--- src/logic/mem_defs.svh ---
`ifndef MEM_DEFS_SVH
`define MEM_DEFS_SVH

// data path width
`define DATA_W 32

// word index into data memory
`define WORD_ADDR_W 15
`define MEM_WORDS (1 << `WORD_ADDR_W)

// core byte address, top bit picks the I/O window
`define BYTE_ADDR_W 18

// byte offsets inside the I/O window
`define REG_CTRL 4'h0
`define REG_LED 4'h4
`define REG_COUNT 4'h8

// led output width
`define LED_W 8

`endif

--- src/logic/mem_pkg.sv ---
`include "mem_defs.svh"

package mem_pkg;

  // one data word
  typedef logic [`DATA_W-1:0] word_t;

  // index of a word in data memory
  typedef logic [`WORD_ADDR_W-1:0] word_addr_t;

  // byte address as issued by the core
  typedef logic [`BYTE_ADDR_W-1:0] byte_addr_t;

  // load and store flavours
  typedef enum logic [2:0] {
    LB,
    LBU,
    LH,
    LHU,
    LW,
    SB,
    SH,
    SW
  } mem_op_t;

  // load/store unit sequencer
  typedef enum logic [1:0] {
    IDLE,
    ACCESS,
    MERGE,
    RESULT
  } lsu_state_t;

endpackage

--- src/logic/mmio_regs.sv ---
`timescale 1ns/1ps
`include "mem_defs.svh"

module mmio_regs (
  input  logic               clk,
  input  logic               rst,
  input  logic               reg_en,
  input  logic               reg_write,
  input  logic [3:0]         reg_offset,
  input  mem_pkg::word_t     reg_wdata,
  output mem_pkg::word_t     reg_rdata,
  input  logic               mem_access_done,
  output logic               write_protect,
  output logic [`LED_W-1:0]  led
);

  import mem_pkg::*;

  // completed data memory accesses, read only
  word_t access_count;

  // control and led writes
  always_ff @(posedge clk) begin
    if (rst) begin
      write_protect <= 1'b0;
      led           <= '0;
    end else if (reg_en && reg_write) begin
      case (reg_offset)
        `REG_CTRL: write_protect <= reg_wdata[0];
        `REG_LED:  led <= reg_wdata[`LED_W-1:0];
        // count and unknown offsets drop the write
        default: ;
      endcase
    end
  end

  // counts on the completing cycle of each memory request
  always_ff @(posedge clk) begin
    if (rst) begin
      access_count <= '0;
    end else if (mem_access_done) begin
      access_count <= access_count + 1'b1;
    end
  end

  // read mux, sampled by the unit on the access edge
  always_comb begin
    case (reg_offset)
      `REG_CTRL:  reg_rdata = {{(`DATA_W-1){1'b0}}, write_protect};
      `REG_LED:   reg_rdata = {{(`DATA_W-`LED_W){1'b0}}, led};
      `REG_COUNT: reg_rdata = access_count;
      default:    reg_rdata = '0;
    endcase
  end

endmodule

--- config.mk ---
export PLATFORM = sky130hd
export DESIGN_NAME = mmio_regs
export DESIGN_NICKNAME = d
export VERILOG_FILES = /design/src/logic/mem_pkg.sv /design/src/logic/mmio_regs.sv
export VERILOG_INCLUDE_DIRS = /design/src /design/src/logic
export SDC_FILE = /design/constraint.sdc
export NUM_CORES = 1
export LEC_CHECK = 0
export ABC_AREA = 1
export ABC_CLOCK_PERIOD_IN_PS = 2100
export CAP_MARGIN = 40
export CORE_MARGIN = 2
export CORE_UTILIZATION = 55
export CTS_CLUSTER_SIZE = 12
export DETAILED_ROUTE_END_ITERATION = 8
export DONT_BUFFER_PORTS = 1
export HOLD_SLACK_MARGIN = 0.05
export PLACE_DENSITY = 0.69
export SLEW_MARGIN = 20
export SYNTH_ARGS = -nofsm -noshare
export SYNTH_HDL_FRONTEND = slang
export SYNTH_SLANG_ARGS = --single-unit
--- constraint.sdc ---
create_clock -name clk -period 2.1 [get_ports clk]
set_input_delay 0.63 -clock clk [delete_from_list [all_inputs] [get_ports clk]]
set_output_delay 0.63 -clock clk [all_outputs]
set_load 0.05 [all_outputs]
## Word-level counts from Yosys, hierarchy flattened

Index checks and enable logic that the tools add are counted.

- Bits in registers: 41
- Bits in latches: 0
- Bits in writable memories: 0
- ROM bits: 0
- Bits of input ports: 41
- Logic and storage cells: 11
- Memories kept: 0

- Add/sub/neg operators: 1
- Multiply operators: 0
- Divide/modulo/power cells: 0
- Order comparisons: 0
- Equality and inequality tests: 2
- Shift-type cells: 0
- Multiplexer cells: 1
- Bitwise operators: 0
- Reductions and logical operators: 4

Operators with widths:

| kind | number |
|---|---|
| $pmux W32 S3 | 1 |
| $add A32 B1 Y32 const B | 1 |
| $eq A4 B3 Y1 const B | 1 |
| $eq A4 B4 Y1 const B | 1 |
| $logic_not A4 Y1 | 1 |
| $reduce_and A2 Y1 | 2 |
| $logic_and A1 B1 Y1 | 1 |

## Logic depth before layout (Yosys ltp)

- Depth after elaboration: 2
- Depth in mapped cells: 9
- Mapped depth without buffers: 8

## Worst setup path after synthesis

Ideal clock, no wire load.

- Path type: in2out
- Start: input port reg_offset[1]
- End: output port reg_rdata[1]
- Data arrival time: 1939 ps
- Slack: -469 ps
- Cell stages on the path: 4
- Path buffers: 1
- Cell sequence: nor2_2 > nand3_1 > clkbuf_1 > o22ai_1

- Cells in the longest elaborated chain, start to end: 2
- Elaborated cells on any way between the ends: 4
- Those cells by class: eq/ne: 2; mux: 1; reduce/logical: 1

Ends and longest elaborated chain:

| element | RTL line | source |
|---|---|---|
| start, declared | mmio_regs.sv:9 | `input logic [3:0] reg_offset,` |
| $eq A4 B4 Y1 (tied with other cells) | mmio_regs.sv:48 | `case (reg_offset)` |
| $pmux W32 S3 * | mmio_regs.sv:48 |  |
| end, declared | mmio_regs.sv:11 | `output mem_pkg::word_t reg_rdata,` |

Every way passes the cells marked *; elsewhere a longest branch is shown, timed or not.

## Final worst setup path

- Start: input port reg_offset[1]
- End: output port reg_rdata[0]

Same word-level chain as after synthesis.

==> flow_summary.json <==
{
  "status": "finished clean",
  "vias": 2443,
  "ant_nets": 0,
  "synth_top_area_frac": 0.336,
  "gp_congestion": 0.813,
  "worst_path_max_delay_cell": "buf_12",
  "tightest_slew_ns": 0.372,
  "ioPinCount": 82,
  "fin_crit_ns": 2.06,
  "grt_use_met1": 0.313,
  "fin_cells": 479,
  "yosys.area.top_type": "dfxtp_1",
  "crit_chain": "nor2_4 -> nand3_4 -> buf_12 -> o221ai_4 -> buf_12",
  "syn_to_final_growth_pct": 37.0,
  "rsz0062_at_grt": "yes",
  "power.switching_mw": 0.345,
  "yosys.cell_types.count": 29,
  "critPathMaxFanout": 15,
  "p_leak_nw": 1.29,
  "drc": 0,
  "p_seq_frac": 0.564,
  "clock_latency_ns": 0.30,
  "antenna_found_initial": 0,
  "antenna_cells": 0,
  "synth_area_um2": 2440,
  "dp_hpwl_um": 4380,
  "cts_max_path_buffers": 2,
  "drive_gt1_frac": 0.286,
  "swShare": 0.247,
  "finalCritPeriodShare": 0.983,
  "grt_max_degree": 38,
  "ys_seq_area_frac": 0.336,
  "clock.fmax_mhz": 484,
  "hold_buffers": 0,
  "dp_slack_ns": -0.0256,
  "hold_class": "input pin to register",
  "global_route.usage.met3": 0.0584,
  "grt_pass1_wl_um": 10100,
  "avgSynthCellArea_um2": 6.47,
  "clockPowerShare": 0.363,
  "ys_warn_count": 0,
  "synth_seq_cells": 41,
  "grt_pass1_vias": 2368,
  "cts_made_buffers": 5,
  "die_w_um": 70.7,
  "synthCells": 378,
  "synthFlopType": "dfxtp_1",
  "synth_area_leaders": "dfxtp_1 34%, inv_1 11%, nor2_1 10%, nand2_1 9.8%, a21oi_1 5.9%",
  "core_area_um2": 4320,
  "h-tree-depth": 2,
  "clkTransAtPathRegs_ns": 0.07,
  "gr-usage-met2": 0.408,
  "wl_um": 5810,
  "crit_type": "input pin to output pin",
  "skew_ns": 0.00940,
  "finalPower_mw": 1.40,
  "pwr-share-comb": 0.073,
  "required_ns": 1.47,
  "relSlewSlack": 0.752,
  "fin_setup_tns_ns": 0,
  "max-cap-violations": 0,
  "setup_violations": 0,
  "cp.arrival_ns": 1.43,
  "num_rows": 24,
  "async_flop_share": 0,
  "wl_per_cell_um": 12.1,
  "slowest_delay_ns": 0.19,
  "drt-pass1-iter-count": 4,
  "die_area_um2": 4990,
  "startpoint_type": "input pin",
  "busiest_layer": "met2",
  "netlist_top_cells_count": "69 x inv_1, 66 x nor2_1, 64 x nand2_1",
  "cts_sinks": 41,
  "numPortBuffers": 0,
  "synth_edf_count": 0,
  "viasPerCell": 5.10,
  "cellPowerDensity_nw_per_um2": 417,
  "final_nets": 468,
  "dp.cells": 469,
  "slew_violations": 0,
  "timing.final.hold_violations": 0,
  "fin_ws_ns": 0.0354,
  "yosysMostFrequentCell": "inv_1",
  "cts_root_buf": "clkbuf_8",
  "dr.first_iter.drc_count": 124,
  "syn-num-nets": 420,
  "p_int_mw": 1.05,
  "endpoint_kind": "output pin",
  "cts_tree": "built",
  "cp_common_cell": "buf_12",
  "globalRouteTotalUtil": 0.248,
  "die_h_um": 70.7,
  "start_util": 0.565,
  "ir_worst_vdd_mv": 0.333,
  "gr-total-overflow": 0
}
sequential cells by signal, summed over array words and instances, names as in the netlist:
| signal | count |
|---|---|
| access_count | 32 |
| led | 8 |
| write_protect | 1 |
final cells by class:
type / instances / area (um2)
Sequential cell: 41 / 821
Fill cell: 349 / 975
Timing Repair Buffer: 49 / 478
Inverter: 73 / 274
Clock buffer: 8 / 80.1
Multi-Input combinational cell: 256 / 1630
Tap cell: 52 / 65.1
routing by layer:
layer | wire (um) | part of all wire
met2 | 2760 | 0.47
met1 | 2680 | 0.46
met3 | 293 | 0.050
met5 | 0 | 0
met4 | 76 | 0.013
logic make-up after synthesis:
| family | count (synthesis) | synth area share |
|---|---|---|
| flops | 41 | 0.336 |
| compound gates | 57 | 0.123 |
| fa+ha+maj | 1 | 0.00512 |
| buf+inv | 81 | 0.129 |
| simple gates | 198 | 0.407 |
metrics by stage:
stage	util	instance area [um2]	hold WS, ns
final	0.775	3350	0.398
after detailed placement	0.745	3220	0.512
after CTS	0.773	3340	0.392
after global placement	0.745	3220	0.482
after floorplan	-	2810	0.458
after global routing	0.775	3350	0.388
layout by cell type (no fill, tap or decap), types with 3 or more instances in the layout:
cell type	count
o21ai_0	17
nand2_1	64
clkbuf_1	3
buf_6	6
nand4_1	14
nor3_1	3
buf_4	36
dfxtp_1	41
nand3_2	6
nand3_4	3
o22ai_4	7
a21oi_1	29
nor2_4	31
nor2_2	7
nand3_1	16
nor2_1	42
nand2_2	5
clkbuf_8	5
inv_1	69
inv_2	3
buf_12	7
final timing paths:
check / cells after the start / slack, ns / to / start
worst min register to register: 2 / 0.53 / led[6] / led[6]
worst max-delay path: 5 / 0.04 / reg_rdata[0] / reg_offset[1]
worst max register to register: 8 / 0.52 / access_count[28] / access_count[0]
worst min-delay path: 1 / 0.40 / access_count[12] / rst
timing repair:
action | 4_1_cts | 5_1_grt
setup endpoints to repair | 7 | 4
buffers inserted | 2 | 0
pin swaps | 2 | 0
gates resized for setup | 4 | 2
power groups by stage:
stage | Combinational (mW) | Clock [mW] | Sequential (mW)
finish | 0.102 | 0.507 | 0.788
floorplan | 0.0742 | 0 | 0.814
CTS | 0.103 | 0.517 | 0.788
global placement | 0.0973 | 0 | 0.806
global route | 0.113 | 0.541 | 0.789
detailed placement | 0.0994 | 0 | 0.806
critical path, delay by kind of cell:
| family | cells | cell delay, ns |
|---|---|---|
| buf+inv | 2 | 0.35 |
| simple gates | 2 | 0.27 |
| compound gates | 1 | 0.17 |
Note: power is estimated with default switching activity, not from simulation.
