--- src/logic/mem_defs.svh ---
`ifndef MEM_DEFS_SVH
`define MEM_DEFS_SVH

// data path width
`define DATA_W 32

// word index into data memory
`define WORD_ADDR_W 15
`define MEM_WORDS (1 << `WORD_ADDR_W)

// core byte address, top bit picks the I/O window
`define BYTE_ADDR_W 18

// byte offsets inside the I/O window
`define REG_CTRL 4'h0
`define REG_LED 4'h4
`define REG_COUNT 4'h8

// led output width
`define LED_W 8

`endif

--- src/logic/mem_pkg.sv ---
`include "mem_defs.svh"

package mem_pkg;

  // one data word
  typedef logic [`DATA_W-1:0] word_t;

  // index of a word in data memory
  typedef logic [`WORD_ADDR_W-1:0] word_addr_t;

  // byte address as issued by the core
  typedef logic [`BYTE_ADDR_W-1:0] byte_addr_t;

  // load and store flavours
  typedef enum logic [2:0] {
    LB,
    LBU,
    LH,
    LHU,
    LW,
    SB,
    SH,
    SW
  } mem_op_t;

  // load/store unit sequencer
  typedef enum logic [1:0] {
    IDLE,
    ACCESS,
    MERGE,
    RESULT
  } lsu_state_t;

endpackage

--- src/logic/load_store_unit.sv ---
`timescale 1ns/1ps
`include "mem_defs.svh"

module load_store_unit (
  input  logic                  clk,
  input  logic                  rst,
  // core side
  input  logic                  req,
  input  mem_pkg::mem_op_t      op,
  input  mem_pkg::byte_addr_t   addr,
  input  mem_pkg::word_t        wdata,
  output logic                  busy,
  output logic                  done,
  output logic                  fault,
  output mem_pkg::word_t        rdata,
  // data memory side
  output logic                  mem_en,
  output logic                  mem_read,
  output logic                  mem_write,
  output mem_pkg::word_addr_t   mem_addr,
  output mem_pkg::word_t        mem_wdata,
  input  mem_pkg::word_t        mem_rdata,
  // register block side
  output logic                  reg_en,
  output logic                  reg_write,
  output logic [3:0]            reg_offset,
  output mem_pkg::word_t        reg_wdata,
  input  mem_pkg::word_t        reg_rdata,
  input  logic                  write_protect,
  output logic                  mem_access_done
);

  import mem_pkg::*;

  lsu_state_t state;

  // request held for the whole sequence
  mem_op_t    op_q;
  byte_addr_t addr_q;
  word_t      wdata_q;

  logic accept;

  // decode of the held request
  logic is_load;
  logic is_store;
  logic is_half;
  logic is_word;
  logic is_io;
  logic misaligned;
  logic io_subword;
  logic wp_block;
  logic fault_c;

  // lane handling
  logic [4:0] lane_shift;
  word_t      lane_mask;
  word_t      store_shifted;
  word_t      merged_word;
  word_t      load_shifted;
  word_t      load_val;

  // one request at a time, busy is the only back-pressure
  assign accept = (state == IDLE) && req && !busy;

  always_ff @(posedge clk) begin
    if (accept) begin
      op_q    <= op;
      addr_q  <= addr;
      wdata_q <= wdata;
    end
  end

  assign is_load  = (op_q == LB) || (op_q == LBU) || (op_q == LH) ||
                    (op_q == LHU) || (op_q == LW);
  assign is_store = !is_load;
  assign is_half  = (op_q == LH) || (op_q == LHU) || (op_q == SH);
  assign is_word  = (op_q == LW) || (op_q == SW);
  assign is_io    = addr_q[`BYTE_ADDR_W-1];

  // halfwords on even bytes, words on multiples of four
  assign misaligned = (is_half && addr_q[0]) || (is_word && (addr_q[1:0] != 2'b00));
  // registers are word only
  assign io_subword = is_io && !is_word;
  // write protect only guards data memory
  assign wp_block   = is_store && !is_io && write_protect;
  assign fault_c    = misaligned || io_subword || wp_block;

  // little-endian lane position in bits
  assign lane_shift    = {addr_q[1:0], 3'b000};
  assign lane_mask     = is_half ? (word_t'(16'hffff) << lane_shift)
                                 : (word_t'(8'hff) << lane_shift);
  assign store_shifted = wdata_q << lane_shift;
  // keep untouched lanes from the old word
  assign merged_word   = (mem_rdata & ~lane_mask) | (store_shifted & lane_mask);

  // move addressed lane down to bit 0, then extend
  assign load_shifted = mem_rdata >> lane_shift;

  always_comb begin
    case (op_q)
      LB:      load_val = {{24{load_shifted[7]}}, load_shifted[7:0]};
      LBU:     load_val = {24'h000000, load_shifted[7:0]};
      LH:      load_val = {{16{load_shifted[15]}}, load_shifted[15:0]};
      LHU:     load_val = {16'h0000, load_shifted[15:0]};
      default: load_val = mem_rdata;
    endcase
  end

  // memory port
  // loads and sub-word stores read first, word stores write straight away
  assign mem_read  = (state == ACCESS) && !fault_c && !is_io && (is_load || !is_word);
  assign mem_write = ((state == ACCESS) && !fault_c && !is_io && (op_q == SW)) ||
                     (state == MERGE);
  assign mem_en    = mem_read || mem_write;
  assign mem_addr  = addr_q[`WORD_ADDR_W+1:2];
  assign mem_wdata = (state == MERGE) ? merged_word : wdata_q;

  // register port, offset aliases across the window
  assign reg_en     = (state == ACCESS) && !fault_c && is_io;
  assign reg_write  = is_store;
  assign reg_offset = addr_q[3:0];
  assign reg_wdata  = wdata_q;

  // high in the last cycle of every completed memory request
  assign mem_access_done = ((state == ACCESS) && !fault_c && !is_io && (op_q == SW)) ||
                           (state == MERGE) || (state == RESULT);

  always_ff @(posedge clk) begin
    if (rst) begin
      state <= IDLE;
      busy  <= 1'b0;
      done  <= 1'b0;
      fault <= 1'b0;
      rdata <= '0;
    end else begin
      // done is a single cycle pulse
      done <= 1'b0;
      case (state)
        IDLE: begin
          if (accept) begin
            state <= ACCESS;
            busy  <= 1'b1;
          end
        end
        ACCESS: begin
          if (fault_c) begin
            // nothing touched, finish now
            state <= IDLE;
            busy  <= 1'b0;
            done  <= 1'b1;
            fault <= 1'b1;
            rdata <= '0;
          end else if (is_io || (op_q == SW)) begin
            // register access or word store ends here
            state <= IDLE;
            busy  <= 1'b0;
            done  <= 1'b1;
            fault <= 1'b0;
            rdata <= (is_io && is_load) ? reg_rdata : '0;
          end else if (is_load) begin
            state <= RESULT;
          end else begin
            state <= MERGE;
          end
        end
        MERGE: begin
          // merged word written on this edge
          state <= IDLE;
          busy  <= 1'b0;
          done  <= 1'b1;
          fault <= 1'b0;
          rdata <= '0;
        end
        RESULT: begin
          state <= IDLE;
          busy  <= 1'b0;
          done  <= 1'b1;
          fault <= 1'b0;
          rdata <= load_val;
        end
        default: begin
          state <= IDLE;
          busy  <= 1'b0;
        end
      endcase
    end
  end

endmodule

--- config.mk ---
export PLATFORM = sky130hd
export DESIGN_NAME = load_store_unit
export DESIGN_NICKNAME = d
export VERILOG_FILES = /design/src/logic/mem_pkg.sv /design/src/logic/load_store_unit.sv
export VERILOG_INCLUDE_DIRS = /design/src /design/src/logic
export SDC_FILE = /design/constraint.sdc
export NUM_CORES = 1
export LEC_CHECK = 0
export BUFFER_PORTS_ARGS = -buffer_cell sky130_fd_sc_hd__buf_2
export CAP_MARGIN = 20
export CORE_ASPECT_RATIO = 1.75
export CORE_MARGIN = 3
export CORE_UTILIZATION = 36
export DETAILED_ROUTE_END_ITERATION = 7
export PLACE_DENSITY = 0.76
export SETUP_SLACK_MARGIN = 0.05
export SKIP_CTS_REPAIR_TIMING = 1
export SLEW_MARGIN = 15
export SYNTH_ARGS = -nofsm -noshare
export SYNTH_HDL_FRONTEND = slang
export SYNTH_SLANG_ARGS = --single-unit
--- constraint.sdc ---
create_clock -name clk -period 10.85 [get_ports clk]
set_input_delay 2.17 -clock clk [delete_from_list [all_inputs] [get_ports clk]]
set_output_delay 2.17 -clock clk [all_outputs]
set_load 0.02 [all_outputs]
# Yosys cells after proc, flatten, opt, wreduce, memory -nomap -nowiden
# Cells that the tools add are included.
[totals] reg_bits=90 input_bits=121 output_inout_bits=124
[op_classes] eq_ne=11 n_shift=4 mux=21 bitwise=4 n_reduce_logical=42
[ops] cell="32-bit 2-to-1 mux" count=5
[ops] cell="32-bit case mux with 4 select lines" count=1
[ops] cell="32-bit case mux with 3 select lines" count=1
[ops] cell="32-bit AND" count=2
[ops] cell="32-bit inverter" count=1
[ops] cell="32-bit bitwise OR" count=1
[ops] cell="16-bit by 5-bit << shifter with 32-bit output, first input constant" count=1
[ops] cell="32-bit by 5-bit << shifter with 32-bit output" count=1
[ops] cell="8-bit by 5-bit << shifter with 32-bit output, first input constant" count=1
[ops] cell="32-bit by 5-bit right shift with 16-bit output" count=1
[ops] cell="1-bit logical OR" count=15
[ops] cell="1-bit logical AND" count=13
[ops] cell="3-bit == test, second input constant" count=3
[ops] cell="1-bit 2-to-1 mux" count=7
[ops] cell="3-bit by 2-bit == test with 1-bit output, second input constant" count=2
[ops] cell="2-bit 2-to-1 mux" count=3
[ops] cell="2-bit case mux with 3 select lines" count=1
[ops] cell="2-bit AND reduction" count=3
[ops] cell="1-bit zero test" count=5
[ops] cell="2-bit == test, second input constant" count=2
[ops] cell="1-bit case mux with 2 select lines" count=2
[ops] cell="2-bit nonzero test" count=2
[ops] cell="3-bit by 1-bit == test with 1-bit output, second input constant" count=1
[ops] cell="3-bit zero test" count=1
[ops] cell="7 further kinds" count=7

# Logic depth before layout (Yosys ltp)
[logic_depth] depth_word=15 ltp_mapped=11 depth_no_buf=9

# Worst setup path before layout
# OpenSTA, ideal clock, no wires.
[synth_timing] kind="input to output" start="input write_protect" end="output mem_write" t_arrival_ns=3.601 t_required_ns=8.680 setup_slack_ns=5.079 cell_stages=4 n_path_buf=0 cell_sequence="a22oi_1 -> o221ai_1 -> or4b_2 -> o21ai_0"
[synth_via] elab_chain_len=7
[synth_rtl] item="start: declaration" line_no="load_store_unit.sv:29" source="input logic write_protect,"
[synth_rtl] item="1-bit logical AND" line_no="load_store_unit.sv:86" source="assign wp_block = is_store && !is_io && write_protect;"
[synth_rtl] item="1-bit logical OR" line_no="load_store_unit.sv:87" source="assign fault_c = misaligned || io_subword || wp_block;"
[synth_rtl] item="1-bit zero test" line_no="load_store_unit.sv:113" source="assign mem_write = ((state == ACCESS) && !fault_c && !is_io && (op_q == SW)) ||"
[synth_rtl] item="1-bit logical AND (3 in a row)" line_no="load_store_unit.sv:113"
[synth_rtl] item="1-bit logical OR" line_no="load_store_unit.sv:113"
[synth_rtl] item="end: declaration" line_no="load_store_unit.sv:19" source="output logic mem_write,"
# Every way passes these cells.

# Final worst setup path
[layout_timing] start="input write_protect" end="output mem_en"
[layout_via] elab_chain_len=8 elab_cells_between_ends=9
[layout_rtl] item="1-bit logical AND *" line_no="load_store_unit.sv:86"
[layout_rtl] item="1-bit logical OR *" line_no="load_store_unit.sv:87"
[layout_rtl] item="1-bit zero test *" line_no="load_store_unit.sv:112, load_store_unit.sv:113"
[layout_rtl] item="1-bit logical AND * (2 in a row)" line_no="load_store_unit.sv:112, load_store_unit.sv:113"
[layout_rtl] item="1-bit logical AND" line_no="load_store_unit.sv:113"
[layout_rtl] item="1-bit logical OR" line_no="load_store_unit.sv:113"
[layout_rtl] item="1-bit logical OR *" line_no="load_store_unit.sv:115" source="assign mem_en = mem_read || mem_write;"
[layout_rtl] item="end: declaration" line_no="load_store_unit.sv:17" source="output logic mem_en,"
# Every way passes the cells marked *; elsewhere a longest branch is shown, timed or not.

==> impl_metrics.toml <==
[yosys]
synthesis.nets = 597
synthDistinctLibCells = 44
synth_area_leaders = "edfxtp_1 34%, dfxtp_1 16%, o21ai_0 6.3%, nand2_1 4.7%, a22o_1 4.3%"
netlist_area_um2 = 4730
yosys_warnings = 0
syn_area_per_cell_um2 = 9.94
synth-seq-area-share_pct = 49.3
synth_seq_cells = 90
ys.flop_type = "edfxtp_1"
synth_cells = 476
synth_top_area_share_pct = 33.6
ys_async_sr_fraction_pct = 0
yosysTopAreaCell = "edfxtp_1"
synth_edf_count = 53

[route]
vias_per_cell = 5.23
dr.first_iter.drc_count = 219
vias = 4486
wl_per_cell_um = 18.9
dr.pass1.iters = 5
antenna_left = 0
finalWirelength_um = 16200
route.detailed.drc = 0

[setup_path]
cpMostUsedCell = "buf_2"
rr_startpoint = "op_q[2]"
worstRegToRegCells = 6
critPathCaptureType = "output port"
r2r_slack_ns = 7.83
cp_top_family = "simple AND/OR/NAND/NOR gates"
reg2reg_to = "rdata[29]"
startpoint_type = "primary input"
max_stage_delay_ns = 0.67
path_class = "primary input to output port"
worstPathRequired_ns = 8.68
critPathBufInv = 2
crit_slowest_cell = "or4b_2"
crit_start = "write_protect"
cp_data_arrival_time_ns = 3.64
crit_fanout = 3
crit_chain = "buf_2 > a22oi_1 > o221ai_1 > or4b_2 > o211ai_1 > buf_2"

[cts]
cts_made_buffers = 9
cts_tree = "done"
htree_levels = 3
clock_latency_ns = 0.34
cts.path.max_buffers = 2
clock-sinks = 90
path_clk_slew_ns = 0.06
clock-root-buffer = "clkbuf_16"

[final_layout]
fillCellCount = 1225
drive_gt1_share_pct = 42.1
postLayoutCoreUtil_pct = 49.2
seqCellArea_um2 = 2330
multi_input_area_um2 = 2060
area_growth_pct = 31.3
final_common_cell = "buf_2"
nNetsFinal = 803
final_cell_mix = "244 x buf_2, 60 x o21ai_0, 59 x nand2_1"

[floorplanning]
die_w_um = 92.7
dieHeight_um = 158
fp-row-count = 54
ios = 245
die_area_um2 = 14600
core-area_um2 = 12600
initial_core_util_pct = 37.5

[timing]
drv_slew = 0
holdWs_ns = 0.465
skew_ns = 0.00687
max_slew_margin_pct = 25.9
tightest_slew_ns = 1.11
tns_ns = 0
fin_crit_ns = 5.81
timing.final.crit_share_pct = 53.5
grt_setup_unrepaired = "no"
fmax_mhz = 172
finalSetupViolCount = 0
final_hold_viol_count = 0

[power]
p_leak_uw = 0.00278
combPwrFrac_pct = 20.3
clockPowerShare_pct = 35.1
sw_frac_of_total_pct = 29.8
power_switching_uw = 267
peakVddDrop_v = 0.0000807
internal_power_uw = 629
power_frac_seq_pct = 44.6
power.density_nw_per_um2 = 144

[placement]
place_congestion = 0.918
portBuffers = 244
dpl.hpwl_um = 12800

[global_routing]
overflow = 0
track_usage_pct = 21.5
antenna_found_initial = 1
grt_max_degree = 55
grt_pass1_wl_um = 24200
grt_pass1_vias = 4500

[min_path]
whs_endpoint = "rdata[7]"
holdPathStages = 1
worst_hold_startpoint = "rdata[7]"
hold_path_class = "register to register"

[status]
status = "completed"

[job]
maxCapViolCount = 0
-- final cells by class --
cell class / count / share of cell area (%)
diodes: 2 / 0.0805
clock buffers: 10 / 3.68
clock inverters: 6 / 1.07
inverters: 8 / 0.523
multi-input cells: 321 / 33.1
flip-flops and latches: 90 / 37.5
well taps: 168 / 3.38
repair buffers: 252 / 20.6
-- worst register-to-register path, cell delays in order (launching register included) --
cell and delay [ns]:
edfxtp_1 0.91, a21boi_0 0.41, a221o_1 0.41, a221oi_2 0.35, or2_1 0.38, inv_4 0.19, a22o_1 0.24
-- through the flow --
step | instance area, um^2 | total power, uW | std cells | worst slack (ns)
final | 6210 | 896 | 857 | 5.04
after global routing | 6210 | 933 | 856 | 4.92
after CTS | 6200 | 902 | 854 | 5.05
after detailed placement | 5900 | 589 | 838 | 5.06
after global placement | 5900 | 587 | 838 | 5.08
after floorplan | 4730 | 522 | 476 | 5.08
-- state kept, by name (all words and copies together), names as in the netlist --
signal     flops
rdata         32
reg_wdata     32
addr_q        18
op_q           3
state          2
busy           1
done           1
fault          1
-- logic make-up (layout without fill, tap and decap cells) --
logic type             count (synthesis)  in the layout  synth area share [%]
AOI/OAI and AO/OA                    179            179                  25.9
and+or+nand+nor                      116            116                  11.4
muxes                                 26             26                  5.76
DFF                                   90             90                  49.3
buffers and inverters                 65            276                  7.72
other                                  0              2                     0
-- worst max-delay path by stage --
stage | to | slack, ns | depth (start not counted)
after floorplan | mem_write | 5.08 | 4
after global placement | mem_en | 5.08 | 6
after detailed placement | mem_en | 5.06 | 6
after CTS | mem_en | 5.05 | 6
after global routing | mem_en | 4.92 | 6
final | mem_en | 5.04 | 6
-- per-layer routing --
metal	GRT usage (%)	part of all wire [%]	vias up
met4	11.9	4.8	0
met3	4.80	6.4	49
met1	23.7	36	2061
met2	38.1	53	205
met5	0	0	-
li1	-	-	2171
-- power groups by stage --
stage	Sequential, uW	Clock [uW]	Combinational (uW)
after floorplan	416	0	107
after global placement	407	0	180
after detailed placement	407	0	181
after CTS	400	320	182
after global routing	402	333	198
final	400	314	182
-- cells in the mapped netlist (all sizes together), types with 15 or more instances --
| master | instances |
|---|---|
| edfxtp | 53 |
| clkbuf | 26 |
| a22oi | 17 |
| buf | 31 |
| a21oi | 24 |
| o21ai | 61 |
| nand2 | 60 |
| nor2 | 23 |
| a22o | 23 |
| dfxtp | 37 |
| a2bb2oi | 15 |
| mux2i | 16 |
Note: power is estimated with default switching activity, not from simulation.
